`src/hdl/memSysPkg.sv`:
```
package memSysPkg;

  // Byte address, low two bits ignored since every access is a full word
  typedef logic [31:0] addrT;

  // One data word on the core side and on the bus
  typedef logic [31:0] wordT;

  // Byte lane write enables, bit 0 covers bits 7:0
  typedef logic [3:0] byteMaskT;

  // Request a cache hands to the arbiter, and the arbiter to the memory
  typedef struct packed {
    addrT     addr;
    wordT     wdata;
    byteMaskT mask;
    logic     write;
  } busReqT;

  // Miss handling states shared by both caches
  // idle    : lookup, a miss or a write leaves for busWait
  // busWait : bus request held until ready
  // fill    : completion cycle, stall released
  typedef enum logic [1:0] {
    idle,
    busWait,
    fill
  } cacheStateT;

  // Power-up content of a memory word
  // Inverse of its byte address, so every word differs from its neighbours
  function automatic wordT memInitWord(input addrT byteAddr);
    wordT initWord;
    initWord = ~byteAddr;
    return initWord;
  endfunction

endpackage
```
`src/hdl/busArbiter.sv`:
```
`timescale 1ns/10ps

module busArbiter
  import memSysPkg::*;
(
  input  logic   clk,
  input  logic   rst,
  input  busReqT iReq,
  input  logic   iReqValid,
  input  busReqT dReq,
  input  logic   dReqValid,
  input  wordT   memRdata,
  input  logic   memReady,
  output wordT   iRdata,
  output logic   iReady,
  output wordT   dRdata,
  output logic   dReady,
  output busReqT memReq,
  output logic   memReqValid
);

  typedef enum logic [1:0] {
    grantNone,
    grantData,
    grantInstr
  } grantT;

  grantT grantQ;
  grantT owner;

  // A held grant wins and data goes before instruction on an idle bus
  always_comb begin
    if (grantQ != grantNone) begin
      owner = grantQ;
    end else if (dReqValid) begin
      owner = grantData;
    end else if (iReqValid) begin
      owner = grantInstr;
    end else begin
      owner = grantNone;
    end
  end

  assign memReq = (owner == grantInstr) ? iReq : dReq;
  assign memReqValid = ((owner == grantData) && dReqValid) ||
                       ((owner == grantInstr) && iReqValid);

  // Answer goes to the owner only
  assign dReady = memReady && (owner == grantData);
  assign iReady = memReady && (owner == grantInstr);
  assign dRdata = (owner == grantData) ? memRdata : '0;
  assign iRdata = (owner == grantInstr) ? memRdata : '0;

  // Ready releases the grant and the next owner is picked in the following cycle
  always_ff @(posedge clk) begin
    if (rst || memReady) begin
      grantQ <= grantNone;
    end else begin
      grantQ <= owner;
    end
  end

  // Every memory answer reaches exactly one cache
  oneReadyA: assert property (@(posedge clk) disable iff (rst)
    memReady |-> $onehot({iReady, dReady}))
    else $error("busArbiter: memory ready did not reach exactly one cache");

endmodule

```
`config.mk`:
```
export PLATFORM = sky130hd
export DESIGN_NAME = busArbiter
export DESIGN_NICKNAME = d
export VERILOG_FILES = /design/src/hdl/memSysPkg.sv /design/src/hdl/busArbiter.sv
export SDC_FILE = /design/constraint.sdc
export NUM_CORES = 1
export LEC_CHECK = 0
export ABC_AREA = 1
export BUFFER_PORTS_ARGS = -buffer_cell sky130_fd_sc_hd__buf_2
export CAP_MARGIN = 20
export CORE_AREA = 3 3 121 123
export CTS_BUF_LIST = sky130_fd_sc_hd__clkbuf_4
export DETAILED_ROUTE_END_ITERATION = 10
export DIE_AREA = 0 0 124 126
export GPL_TIMING_DRIVEN = 0
export SETUP_SLACK_MARGIN = 0.05
export SLEW_MARGIN = 10
export SYNTH_ARGS = -nofsm -noshare
export SYNTH_HDL_FRONTEND = slang
export SYNTH_SLANG_ARGS = --single-unit
```
`constraint.sdc`:
```
create_clock -name clk -period 2 [get_ports clk]
set_clock_uncertainty 0.05 [all_clocks]
set_input_delay 0.6 -clock clk [delete_from_list [all_inputs] [get_ports clk]]
set_output_delay 0.6 -clock clk [all_outputs]
set_load 0.01 [all_outputs]
```
Word level (Yosys, flattened, before mapping)
Cells that the tools add are included.
- register bits after elaboration: 2
- input port bits: 175
- output and inout port bits: 136
- logic and storage cells: 16
- equality and inequality tests: 2
- mux-type cells: 6
- reductions and logical operators: 7
- operator list (kind ; count):
    2-to-1 mux 69 bit ; 1
    2-to-1 mux 32 bit ; 2
    2-to-1 mux 2 bit ; 3
    logical AND 1 bit ; 4
    == test 2 x 1 -> 1 bit (second input constant) ; 1
    == test 2 bit (second input constant) ; 1
    logical OR 1 bit ; 2
    nonzero test 2 bit ; 1

Logic depth before layout (Yosys ltp)
- word-level depth: 6
- depth in mapped cells: 8
- depth with buffers taken out: 6

Least setup slack after synthesis
OpenSTA, ideal clock, no wires.
- path kind: input-to-output
- start point: input dReqValid
- end point: output iRdata[0]
- arrival: 1.371 ns
- required time: 1.350 ns
- setup slack: -0.021 ns
- stages: 5
- path buffers: 2
- cell sequence: a21oi_4 nand2_1 buf_4 buf_2 nor2_1
- word-level cells in the longest chain between the ends: 4
- ends and longest elaborated chain (item ; line ; RTL):
    from (decl) ; busArbiter.sv:11 ; input logic dReqValid,
    2-to-1 mux 2 bit ; busArbiter.sv:35 ; end else if (dReqValid) begin
    2-to-1 mux 2 bit ; busArbiter.sv:33 ; if (grantQ != grantNone) begin
    == test 2 bit ; busArbiter.sv:52 ; assign iRdata = (owner == grantInstr) ? memRdata : '0;
    2-to-1 mux 32 bit ; busArbiter.sv:52 ;
    to (decl) ; busArbiter.sv:14 ; output wordT iRdata,
Every way passes these cells.

==> impl_metrics.env <==
export IMPL_io_buffers=310
export IMPL_place_gp_congestion=0.776
export IMPL_cts_buffers=3
export IMPL_crit_top_cell="buf_8"
export IMPL_max_clock_path_buffers=2
export IMPL_cp_slowest_cell="clkbuf_16"
export IMPL_startpoint_type="input port"
export IMPL_synth_top_area_cell="nand2_1"
export IMPL_die_h_um=126
export IMPL_synthDistinctLibCells=14
export IMPL_ys_seq_elements=2
export IMPL_drc_errors=0
export IMPL_fin_total_pwr_mw=1.56
export IMPL_synthTopCellsByArea="nand2_1 36%, nand3_1 23%, nor2_1 17%, inv_1 8.6%, clkbuf_1 4.1%"
export IMPL_status="complete, but fails checks"
export IMPL_peakVddDrop_mv=0.125
export IMPL_drt_iter0_drc=106
export IMPL_routed_wl_um=12100
export IMPL_hold_path_class="in -> reg"
export IMPL_antenna_left=0
export IMPL_worst_path_buf_inv=5
export IMPL_max_slew_margin=0.845
export IMPL_critPathKind="in -> out"
export IMPL_drive_above_1_share=0.697
export IMPL_worst_slack_ns=-0.284
export IMPL_cts_hold_buf=0
export IMPL_rows=43
export IMPL_top_register="grantQ"
export IMPL_clkSinkCount=2
export IMPL_root_buffer="clkbuf_4"
export IMPL_min_period_ns=2.28
export IMPL_fmax_mhz=438
export IMPL_antenna_found_initial=1
export IMPL_rsz0062_at_grt="yes"
export IMPL_p_per_area_nw_per_um2=322
export IMPL_grt_use_total=0.130
export IMPL_htree_levels=1
export IMPL_critPathMaxFanout=5
export IMPL_dieWidth_um=124
export IMPL_cts_tree="done"
export IMPL_overflow=0
export IMPL_coreArea_um2=13800
export IMPL_vias=3507
export IMPL_first_pass_iters=4
export IMPL_crit_chain="buf_8, a21oi_4, buf_12, nand2_8, clkbuf_16, buf_8, nand2_4, nand2_1, buf_2"
export IMPL_cp_arrival_ns=1.63
export IMPL_pin_count=311
export IMPL_synthToLayoutAreaGrowth_pct=227
export IMPL_grt_max_degree=11
export IMPL_crit_family="buffers and inverters"
export IMPL_p_leak_nw=2.84
export IMPL_largest_register_ffs=2
export IMPL_top_regs="grantQ (2)"
export IMPL_synth_ff_type="dfxtp_1"
export IMPL_grt_pass1_vias=3254
export IMPL_finalCritPeriodShare=1.14
export IMPL_tightest_slew_ns=0.233
export IMPL_syn_inst=349
export IMPL_routedWlPerCell_um=13.9
export IMPL_insertion_delay_ns=0.23
export IMPL_end_kind="output pin"
export IMPL_avgViaCountPerCell=4.04
export IMPL_die_area_um2=15600
export IMPL_critical_path_max_stage_delay_ns=0.19
export IMPL_clk_pin_slew_worst_paths_ns=0.03
export IMPL_yosysMostFrequentCell="nand2_1"
export IMPL_violations="setup timing"
export IMPL_syn_area_per_cell_um2=4.23
export IMPL_finalSetupTns_ns=-28.12
export IMPL_yosysTopAreaCellShare=0.364
export IMPL_finalSetupViolations=135
export IMPL_maxCapViolCount=0
export IMPL_yosysWarnings=0
export IMPL_hold_viol_final=0
export IMPL_synth_area_um2=1480
export IMPL_synth_common_cells="143 x nand2_1, 69 x nand3_1, 68 x nor2_1, 34 x inv_1, 16 x clkbuf_1"
export IMPL_synth_edf_count=0
export IMPL_seq_area_frac_synth=0.0271
export IMPL_report_final_slew_viol_count=0
export IMPL_fin_nets=863
export IMPL_synth_fp_nets=524
export IMPL_required_ns=1.35
export IMPL_synthArstFlopShare=0
export IMPL_start_util=0.107
export IMPL_grt_pass1_wl_um=15800
export IMPL_hpwl_um=9020
==> logic make-up (layout without fill, tap and decap cells) <==
group,count (synthesis),after routing,synth area share
AO/OA/AOI/OAI,2,2,0.0144
buffers and inverters,63,400,0.180
flip-flops,2,2,0.0271
other,0,1,0
AND/OR/NAND/NOR,282,282,0.779
==> layer usage <==
metal  vias up  GRT usage  share of wire
met4         0     0.0399          0.020
li1       1738          -              -
met2       196      0.245           0.52
met5         -          0              0
met1      1559      0.141           0.36
met3        14     0.0265          0.097
==> layout by cell type, fill, tap and decap left out, drive strengths merged <==
cell type	count
nor2	68
or2	1
nand3	69
diode	1
clkbuf	20
nand2	144
dfxtp	2
buf	345
o21ai	1
inv	35
a21oi	1
==> tightest hold or removal path, stage by stage <==
cell and delay (ns):
buf_2 0.10, or2_2 0.11, nor2_1 0.04
==> repair_timing <==
item,4_1_cts,5_1_grt
setup endpoints to repair,135,135
gates cloned,8,5
setup buffers,10,2
resized for setup,127,111
endpoints found under the hold margin,0,0
pin swaps,6,3
==> power breakdown <==
group | internal, mW | switching, mW | total [mW]
clock network | 0.0665 | 0.0259 | 0.0923
logic | 0.713 | 0.706 | 1.42
registers | 0.0421 | 0.00222 | 0.0443
total | 0.822 | 0.734 | 1.56
==> per-stage QoR <==
step	utilization	hold WS, ns	setup slack, ns	instances	cell area (um^2)
floorplan	-	0.518	0.0523	349	1720
global placement	0.254	0.549	-0.707	839	3500
detailed placement	0.254	0.558	-0.692	839	3500
CTS	0.309	0.596	-0.281	860	4260
global route	0.351	0.621	-0.323	867	4830
finish	0.351	0.608	-0.284	867	4830
==> path summary, 6_finish.rpt <==
| check | startpoint | endpoint | slack, ns | cells after the start |
|---|---|---|---|---|
| setup / recovery | dReqValid | memReq[26] | -0.28 | 9 |
| hold / removal | rst | grantQ[0] | 0.61 | 3 |
| setup reg to reg | grantQ[0] | grantQ[1] | 0.85 | 6 |
| hold reg to reg | grantQ[1] | grantQ[1] | 0.64 | 4 |
==> final cells by class <==
class                      instances  area (um^2)
antenna                            1         2.50
buffer                            28          369
clock buffer                       3         22.5
fill                            1477         8940
inverter                          35          131
multi-input combinational        284         1770
sequential                         2         41.3
tap                              180          225
timing repair buffer             334         2270
Note: power is estimated with default switching activity, not from simulation.
