`src/hdl/memSysPkg.sv`:
```
package memSysPkg;

  // Byte address, low two bits ignored since every access is a full word
  typedef logic [31:0] addrT;

  // One data word on the core side and on the bus
  typedef logic [31:0] wordT;

  // Byte lane write enables, bit 0 covers bits 7:0
  typedef logic [3:0] byteMaskT;

  // Request a cache hands to the arbiter, and the arbiter to the memory
  typedef struct packed {
    addrT     addr;
    wordT     wdata;
    byteMaskT mask;
    logic     write;
  } busReqT;

  // Miss handling states shared by both caches
  // idle    : lookup, a miss or a write leaves for busWait
  // busWait : bus request held until ready
  // fill    : completion cycle, stall released
  typedef enum logic [1:0] {
    idle,
    busWait,
    fill
  } cacheStateT;

  // Power-up content of a memory word
  // Inverse of its byte address, so every word differs from its neighbours
  function automatic wordT memInitWord(input addrT byteAddr);
    wordT initWord;
    initWord = ~byteAddr;
    return initWord;
  endfunction

endpackage
```
`src/hdl/instrCache.sv`:
```
`timescale 1ns/10ps

module instrCache
  import memSysPkg::*;
#(
  parameter int lineCount = 16
) (
  input  logic   clk,
  input  logic   rst,
  input  logic   fetchValid,
  input  addrT   fetchAddr,
  input  logic   flush,
  input  wordT   busRdata,
  input  logic   busReady,
  output wordT   instr,
  output logic   iStall,
  output busReqT busReq,
  output logic   busReqValid
);

  // Word address bits above bit 1 select the line, the rest form the tag
  localparam int indexW = $clog2(lineCount);
  localparam int tagW = 30 - indexW;

  typedef logic [indexW-1:0] indexT;
  typedef logic [tagW-1:0] tagT;

  // Line storage, one word per line
  tagT  tagArr [lineCount];
  wordT dataArr [lineCount];
  logic [lineCount-1:0] validArr;

  cacheStateT state;
  cacheStateT stateNext;

  indexT lineIdx;
  tagT   lineTag;
  logic  hit;
  logic  refill;

  assign lineIdx = fetchAddr[2 +: indexW];
  assign lineTag = fetchAddr[31 -: tagW];
  assign hit = validArr[lineIdx] && (tagArr[lineIdx] == lineTag);

  // Line gets written on the edge that closes the ready cycle
  assign refill = (state == busWait) && busReady;

  // Hit path, also returns the fresh line during fill
  assign instr = dataArr[lineIdx];

  // Stall on a miss in idle and for the whole bus wait
  // fill is the completion cycle so the stall is already low
  assign iStall = (state == busWait) || ((state == idle) && fetchValid && !hit);

  // Read of the full word, the core holds fetchAddr while stalled
  assign busReqValid = (state == busWait);
  assign busReq.addr = {fetchAddr[31:2], 2'b00};
  assign busReq.wdata = '0;
  assign busReq.mask = '0;
  assign busReq.write = 1'b0;

  always_comb begin
    stateNext = state;
    case (state)
      idle: begin
        if (fetchValid && !hit) begin
          stateNext = busWait;
        end
      end
      busWait: begin
        if (busReady) begin
          stateNext = fill;
        end
      end
      default: begin
        stateNext = idle;
      end
    endcase
  end

  always_ff @(posedge clk) begin
    if (rst) begin
      state <= idle;
    end else begin
      state <= stateNext;
    end
  end

  // Valid bits, cleared by reset and by a flush strobe
  always_ff @(posedge clk) begin
    if (rst || flush) begin
      validArr <= '0;
    end else if (refill) begin
      validArr[lineIdx] <= 1'b1;
    end
  end

  // Tag and data payload
  always_ff @(posedge clk) begin
    if (refill) begin
      tagArr[lineIdx] <= lineTag;
      dataArr[lineIdx] <= busRdata;
    end
  end

  // Core must keep the fetch address steady until the memory answers
  reqStableA: assert property (@(posedge clk) disable iff (rst)
    busReqValid && !busReady |=> $stable(busReq))
    else $error("instrCache: bus request changed while pending");

endmodule

```
`config.mk`:
```
export PLATFORM = sky130hd
export DESIGN_NAME = instrCache
export DESIGN_NICKNAME = d
export VERILOG_FILES = /design/src/hdl/memSysPkg.sv /design/src/hdl/instrCache.sv
export SDC_FILE = /design/constraint.sdc
export NUM_CORES = 1
export LEC_CHECK = 0
export BUFFER_PORTS_ARGS = -buffer_cell sky130_fd_sc_hd__buf_2
export CELL_PAD_IN_SITES_DETAIL_PLACEMENT = 0
export CELL_PAD_IN_SITES_GLOBAL_PLACEMENT = 2
export CORE_ASPECT_RATIO = 0.8
export CORE_MARGIN = 10
export CORE_UTILIZATION = 49
export DETAILED_ROUTE_END_ITERATION = 10
export HOLD_SLACK_MARGIN = 0.02
export PLACE_DENSITY_LB_ADDON = 0.12
export SYNTH_ARGS = -nofsm -noshare
export SYNTH_HDL_FRONTEND = slang
export SYNTH_SLANG_ARGS = --single-unit
```
`constraint.sdc`:
```
create_clock -name clk -period 8.35 [get_ports clk]
set_input_delay 0.835 -clock clk [delete_from_list [all_inputs] [get_ports clk]]
set_output_delay 0.835 -clock clk [all_outputs]
set_load 0.02 [all_outputs]
```
# Word-level counts from Yosys, hierarchy flattened
# Memory sizes are Yosys's and may differ from the RTL's.
# Cells that the tools add are included.
# totals
register_bits	18
latchBits	0
mem_bits_rw	928
rom_bits	0
inputBits	69
out_inout_bits	103
wordCells	31
n_memories	2
# mem_list
name	depth	word_bits	read_ports	rd_clocked_by_memory_dff	write_ports	line	source
dataArr	16	32	1	0	1	instrCache.sv:30	wordT dataArr [lineCount];
tagArr	16	26	1	0	1	instrCache.sv:29	tagT tagArr [lineCount];
# classes
add_sub_neg	0
n_mul	0
n_div	0
magnitude_cmp	2
n_eq_ne	4
shift	0
mux	9
bitwise	1
n_reduce_logical	11
# ops
operator	n
$eq A26 B26 Y1	1
$or A16 B16 Y16	1
$logic_and A1 B1 Y1	6
$lt A4 B5 Y1 const B	1
$bmux W1 S4	1
$demux W1 S4	1
$ge A4 B1 Y1 const B	1
$mux W1	4
$mux W2	2
$pmux W2 S2	1
$eq A2 B1 Y1 const B	1
$logic_not A2 Y1	1
$logic_or A1 B1 Y1	2
$ne A2 B1 Y1 const B	1
$ne A2 B2 Y1 const B	1
$reduce_and A2 Y1	1
$logic_not A1 Y1	1

# Depth between registers and ports, before layout
# logic_depth
word_depth	7
ltp_mapped	12
mapped_depth_nobuf	8

# Worst setup path before layout
# Ideal clock, no wire load.
# synth_path
path_kind	in2reg
from	input port fetchAddr[5]
to	memory dataArr[0][0] (netlist name) (enable)
setup_ns	0.548
arrival_ns	5.925
t_required_ns	7.802
setup_slack_ns	1.877
stages	7
path_buffers	6
path_cell_list	buf_2 -> buf_4 -> buf_2 -> buf_4 -> buf_2 -> buf_2 -> nor3_1
# synth_lines
item	line	source
from (decl)	instrCache.sv:11	input addrT fetchAddr,
to (decl)	instrCache.sv:30	
# Straight into the memory's write port.

# Final worst setup path
# layout_path
from	input port fetchAddr[2]
to	output port iStall
# layout_via
elab_chain_len	6
word_cells_on_any_way	8
classes_between	eq/ne (1); mux (2); reduce/logical (4); memory (1)
# layout_rtl
item	line	source
$mem_v2 Z16 W26 or $bmux W1 S4 (tied branches)	n/a	
$eq A26 B26 Y1 or $mux W1 (tied branches)	instrCache.sv:43	assign hit = validArr[lineIdx] && (tagArr[lineIdx] == lineTag);
$logic_and A1 B1 Y1 *	instrCache.sv:43	
$logic_not A1 Y1 *	instrCache.sv:53	assign iStall = (state == busWait) || ((state == idle) && fetchValid && !hit);
$logic_and A1 B1 Y1 *	instrCache.sv:53	
$logic_or A1 B1 Y1 *	instrCache.sv:53	
to (decl)	instrCache.sv:16	output logic iStall,
# Mark *: on every way between the ends. The rest lies on a longest branch, timed or not. The select of a mux whose other input is x is not followed.

==> results.sh <==
export IMPL_synth_cell_type_count=51
export IMPL_synth_largest_area_cell="edfxtp_1"
export IMPL_hold_end="state[1]"
export IMPL_cellPowerDensity_nw_per_um2=236.5
export IMPL_placed_area_um2=38500
export IMPL_n_antenna_cell=0
export IMPL_start_util_pct=49.75
export IMPL_drv_cap=0
export IMPL_max_slew_margin_pct=19.89
export IMPL_min_path_cells=2
export IMPL_die_area_um2=86750
export IMPL_drive_gt1_share_pct=31.45
export IMPL_post_drt_wl_per_cell_um=29.40
export IMPL_ios=172
export IMPL_synth_edff_count=928
export IMPL_antenna_found_initial=2
export IMPL_fin_ws_ns=2.745
export IMPL_yosysWarningCount=0
export IMPL_hpwl_um=43650
export IMPL_clk_pin_slew_worst_paths_ns=0.06
export IMPL_ys_flop_type="edfxtp_1"
export IMPL_overflow=0
export IMPL_drt_wl_total_um=84200
export IMPL_rsz0062_at_grt="false"
export IMPL_rr_startpoint="state[0]"
export IMPL_ctsHoldBuffers=0
export IMPL_fmax_mhz=178.4
export IMPL_synth_seq_cells=946
export IMPL_die_height_um=265.4
export IMPL_path_class="input pin to output port"
export IMPL_grt_pass1_wl_um=123700
export IMPL_ys_async_sr_fraction_pct=0
export IMPL_worstMarginPinSlew_ns=1.199
export IMPL_rows=89
export IMPL_fin_area_um2=41460
export IMPL_hp_start="rst"
export IMPL_finalSetupTns_ns=0
export IMPL_die_x_um=326.8
export IMPL_vdd_drop_max_uv=224.4
export IMPL_vias=16727
export IMPL_fin_crit_sh_pct=67.13
export IMPL_clockBufferDepth=3
export IMPL_grt_pass1_vias=17796
export IMPL_cts_htree_levels=3
export IMPL_syn_area_um2=36900
export IMPL_rr_worst_depth=5
export IMPL_numCtsBuffers=91
export IMPL_worstPathRequired_ns=7.52
export IMPL_critical_path_arrival_ns=4.77
export IMPL_firstDrtPassIters=5
export IMPL_syn2layout_area_growth_pct=12.36
export IMPL_clockRootBuffer="clkbuf_16"
export IMPL_cts_sinks=946
export IMPL_insertion_delay_ns=0.66
export IMPL_worstPathMaxFanout=48
export IMPL_gp_congestion=0.7033
export IMPL_leakagePower_nw=13.27
export IMPL_finalHoldViolCount=0
export IMPL_status="completed"
export IMPL_yosys_top_cells_area="edfxtp_1 76%, mux4_2 15%, mux2i_1 1.7%"
export IMPL_syn_inst=1624
export IMPL_drt_antenna_violating_nets=0
export IMPL_post_cts_setup_buffers=0
export IMPL_rrSetupSlack_ns=4.92
export IMPL_fin_crit_ns=5.605
export IMPL_hp_class="input pin to flop"
export IMPL_cp_end_kind="output port"
export IMPL_synth_common_cells="928 x edfxtp_1, 252 x mux4_2, 81 x buf_4, 64 x mux2i_1, 45 x buf_2"
export IMPL_coreArea_um2=74160
export IMPL_drc=0
export IMPL_fin_worst_skew_ns=0.02399
export IMPL_synth_most_common_cell="edfxtp_1"
export IMPL_vias_per_cell=5.840
export IMPL_post_place_ws_ns=2.630
export IMPL_r2r_end="tagArr[8][24]"
export IMPL_finalSetupViolations=0
export IMPL_cts_tree="built"
export IMPL_dp_cells=2694
export IMPL_fin_nets=1855
export IMPL_yosysSeqAreaShare_pct=76.50
export IMPL_cp_start_kind="input pin"
export IMPL_maxSlewViolCount=0
export IMPL_synth_top_area_share_pct=75.52
export IMPL_portBuffers=130
export IMPL_grt_max_degree=95
export IMPL_cts_resized=0
export IMPL_postSynthAreaPerCell_um2=22.72
export IMPL_fin_cells=2864
export IMPL_track_usage_pct=19.46
export IMPL_drtIter0Drc=1675
export IMPL_fill_cells=5599
## power by group
group | internal, mW | total (mW) | switching, mW
Sequential | 5.23 | 5.24 | 0.00429
Combinational | 0.195 | 0.517 | 0.322
Clock | 2.32 | 4.05 | 1.74
Total | 7.74 | 9.80 | 2.06
## worst max-delay path by stage
stage | from | endpoint | slack (ns)
detailed placement | fetchAddr[2] | iStall | 2.63
CTS | fetchAddr[2] | iStall | 2.63
finish | fetchAddr[2] | iStall | 2.75
global placement | fetchAddr[2] | iStall | 2.63
floorplan | fetchAddr[5] | dataArr[0][0] | 1.88
global route | fetchAddr[2] | iStall | 2.35
## metrics by stage
step / utilization, % / hold WS (ns) / total power [mW]
global placement: 51.91 / 0.4416 / 5.855
CTS: 55.90 / 0.3590 / 9.901
floorplan: - / 0.4354 / 5.687
finish: 55.90 / 0.3957 / 9.804
global route: 55.90 / 0.3724 / 10.12
detailed placement: 51.91 / 0.4515 / 5.863
## kinds of logic after synthesis
kind of cell           after synthesis  synth area share (%)
AO/OA/AOI/OAI                       78                 1.539
XOR/XNOR                            34                0.8070
buffers and inverters              151                 2.594
flip-flops                         946                 76.50
multiplexers                       325                 17.39
other                                1               0.01016
AND/OR/NAND/NOR                     89                 1.160
## worst max-delay path: stages
cell	delay (ns)
buf_8	0.41
buf_4	0.79
mux4_2	0.64
nand2_1	0.08
o21ai_0	0.06
a2111oi_0	0.51
a2bb2oi_1	0.18
a21oi_1	0.32
a41oi_1	0.38
o21ba_1	0.28
buf_2	0.15
## metal layers
metal | wire length (um) | up-vias | track usage [%] | share of wire (%)
met1 | 37110 | 9067 | 27.63 | 44
met5 | 12 | - | 0 | 0.014
met4 | 1487 | 2 | 4.322 | 1.8
li1 | - | 7063 | - | -
met3 | 4548 | 111 | 3.188 | 5.4
met2 | 41040 | 484 | 31.73 | 49
## cell type report
| type | instances | area, um^2 | area share, % |
|---|---|---|---|
| clock inverters | 52 | 444.2 | 1.071 |
| flip-flops and latches | 946 | 28230 | 68.09 |
| inverters | 8 | 30.03 | 0.07243 |
| repair buffers | 174 | 1025 | 2.472 |
| well taps | 1001 | 1252 | 3.021 |
| multi-input cells | 565 | 7968 | 19.22 |
| clock buffers | 118 | 2512 | 6.060 |
## state kept, by name, indices dropped and copies added, names as in the netlist
register / flops
tagArr: 416
state: 2
validArr: 16
dataArr: 512
## cells in the final DEF (no fill, tap or decap), drive strengths merged, types with 6 or more instances in the layout
cell type,synthesis,layout
o21ai,9,9
a22oi,15,15
a211oi,7,7
xor2,12,12
nor2,24,24
o21a,16,16
inv,7,11
and2,6,6
xnor2,22,22
buf,135,173
edfxtp,928,928
nor2b,10,10
conb,1,39
mux4,252,252
nor3,10,10
mux2,9,9
mux2i,64,64
clkbuf,8,119
clkinv,1,38
nand2,25,25
dfxtp,18,18
bufinv,0,6
No activity file was read; power rests on OpenSTA's default activity.
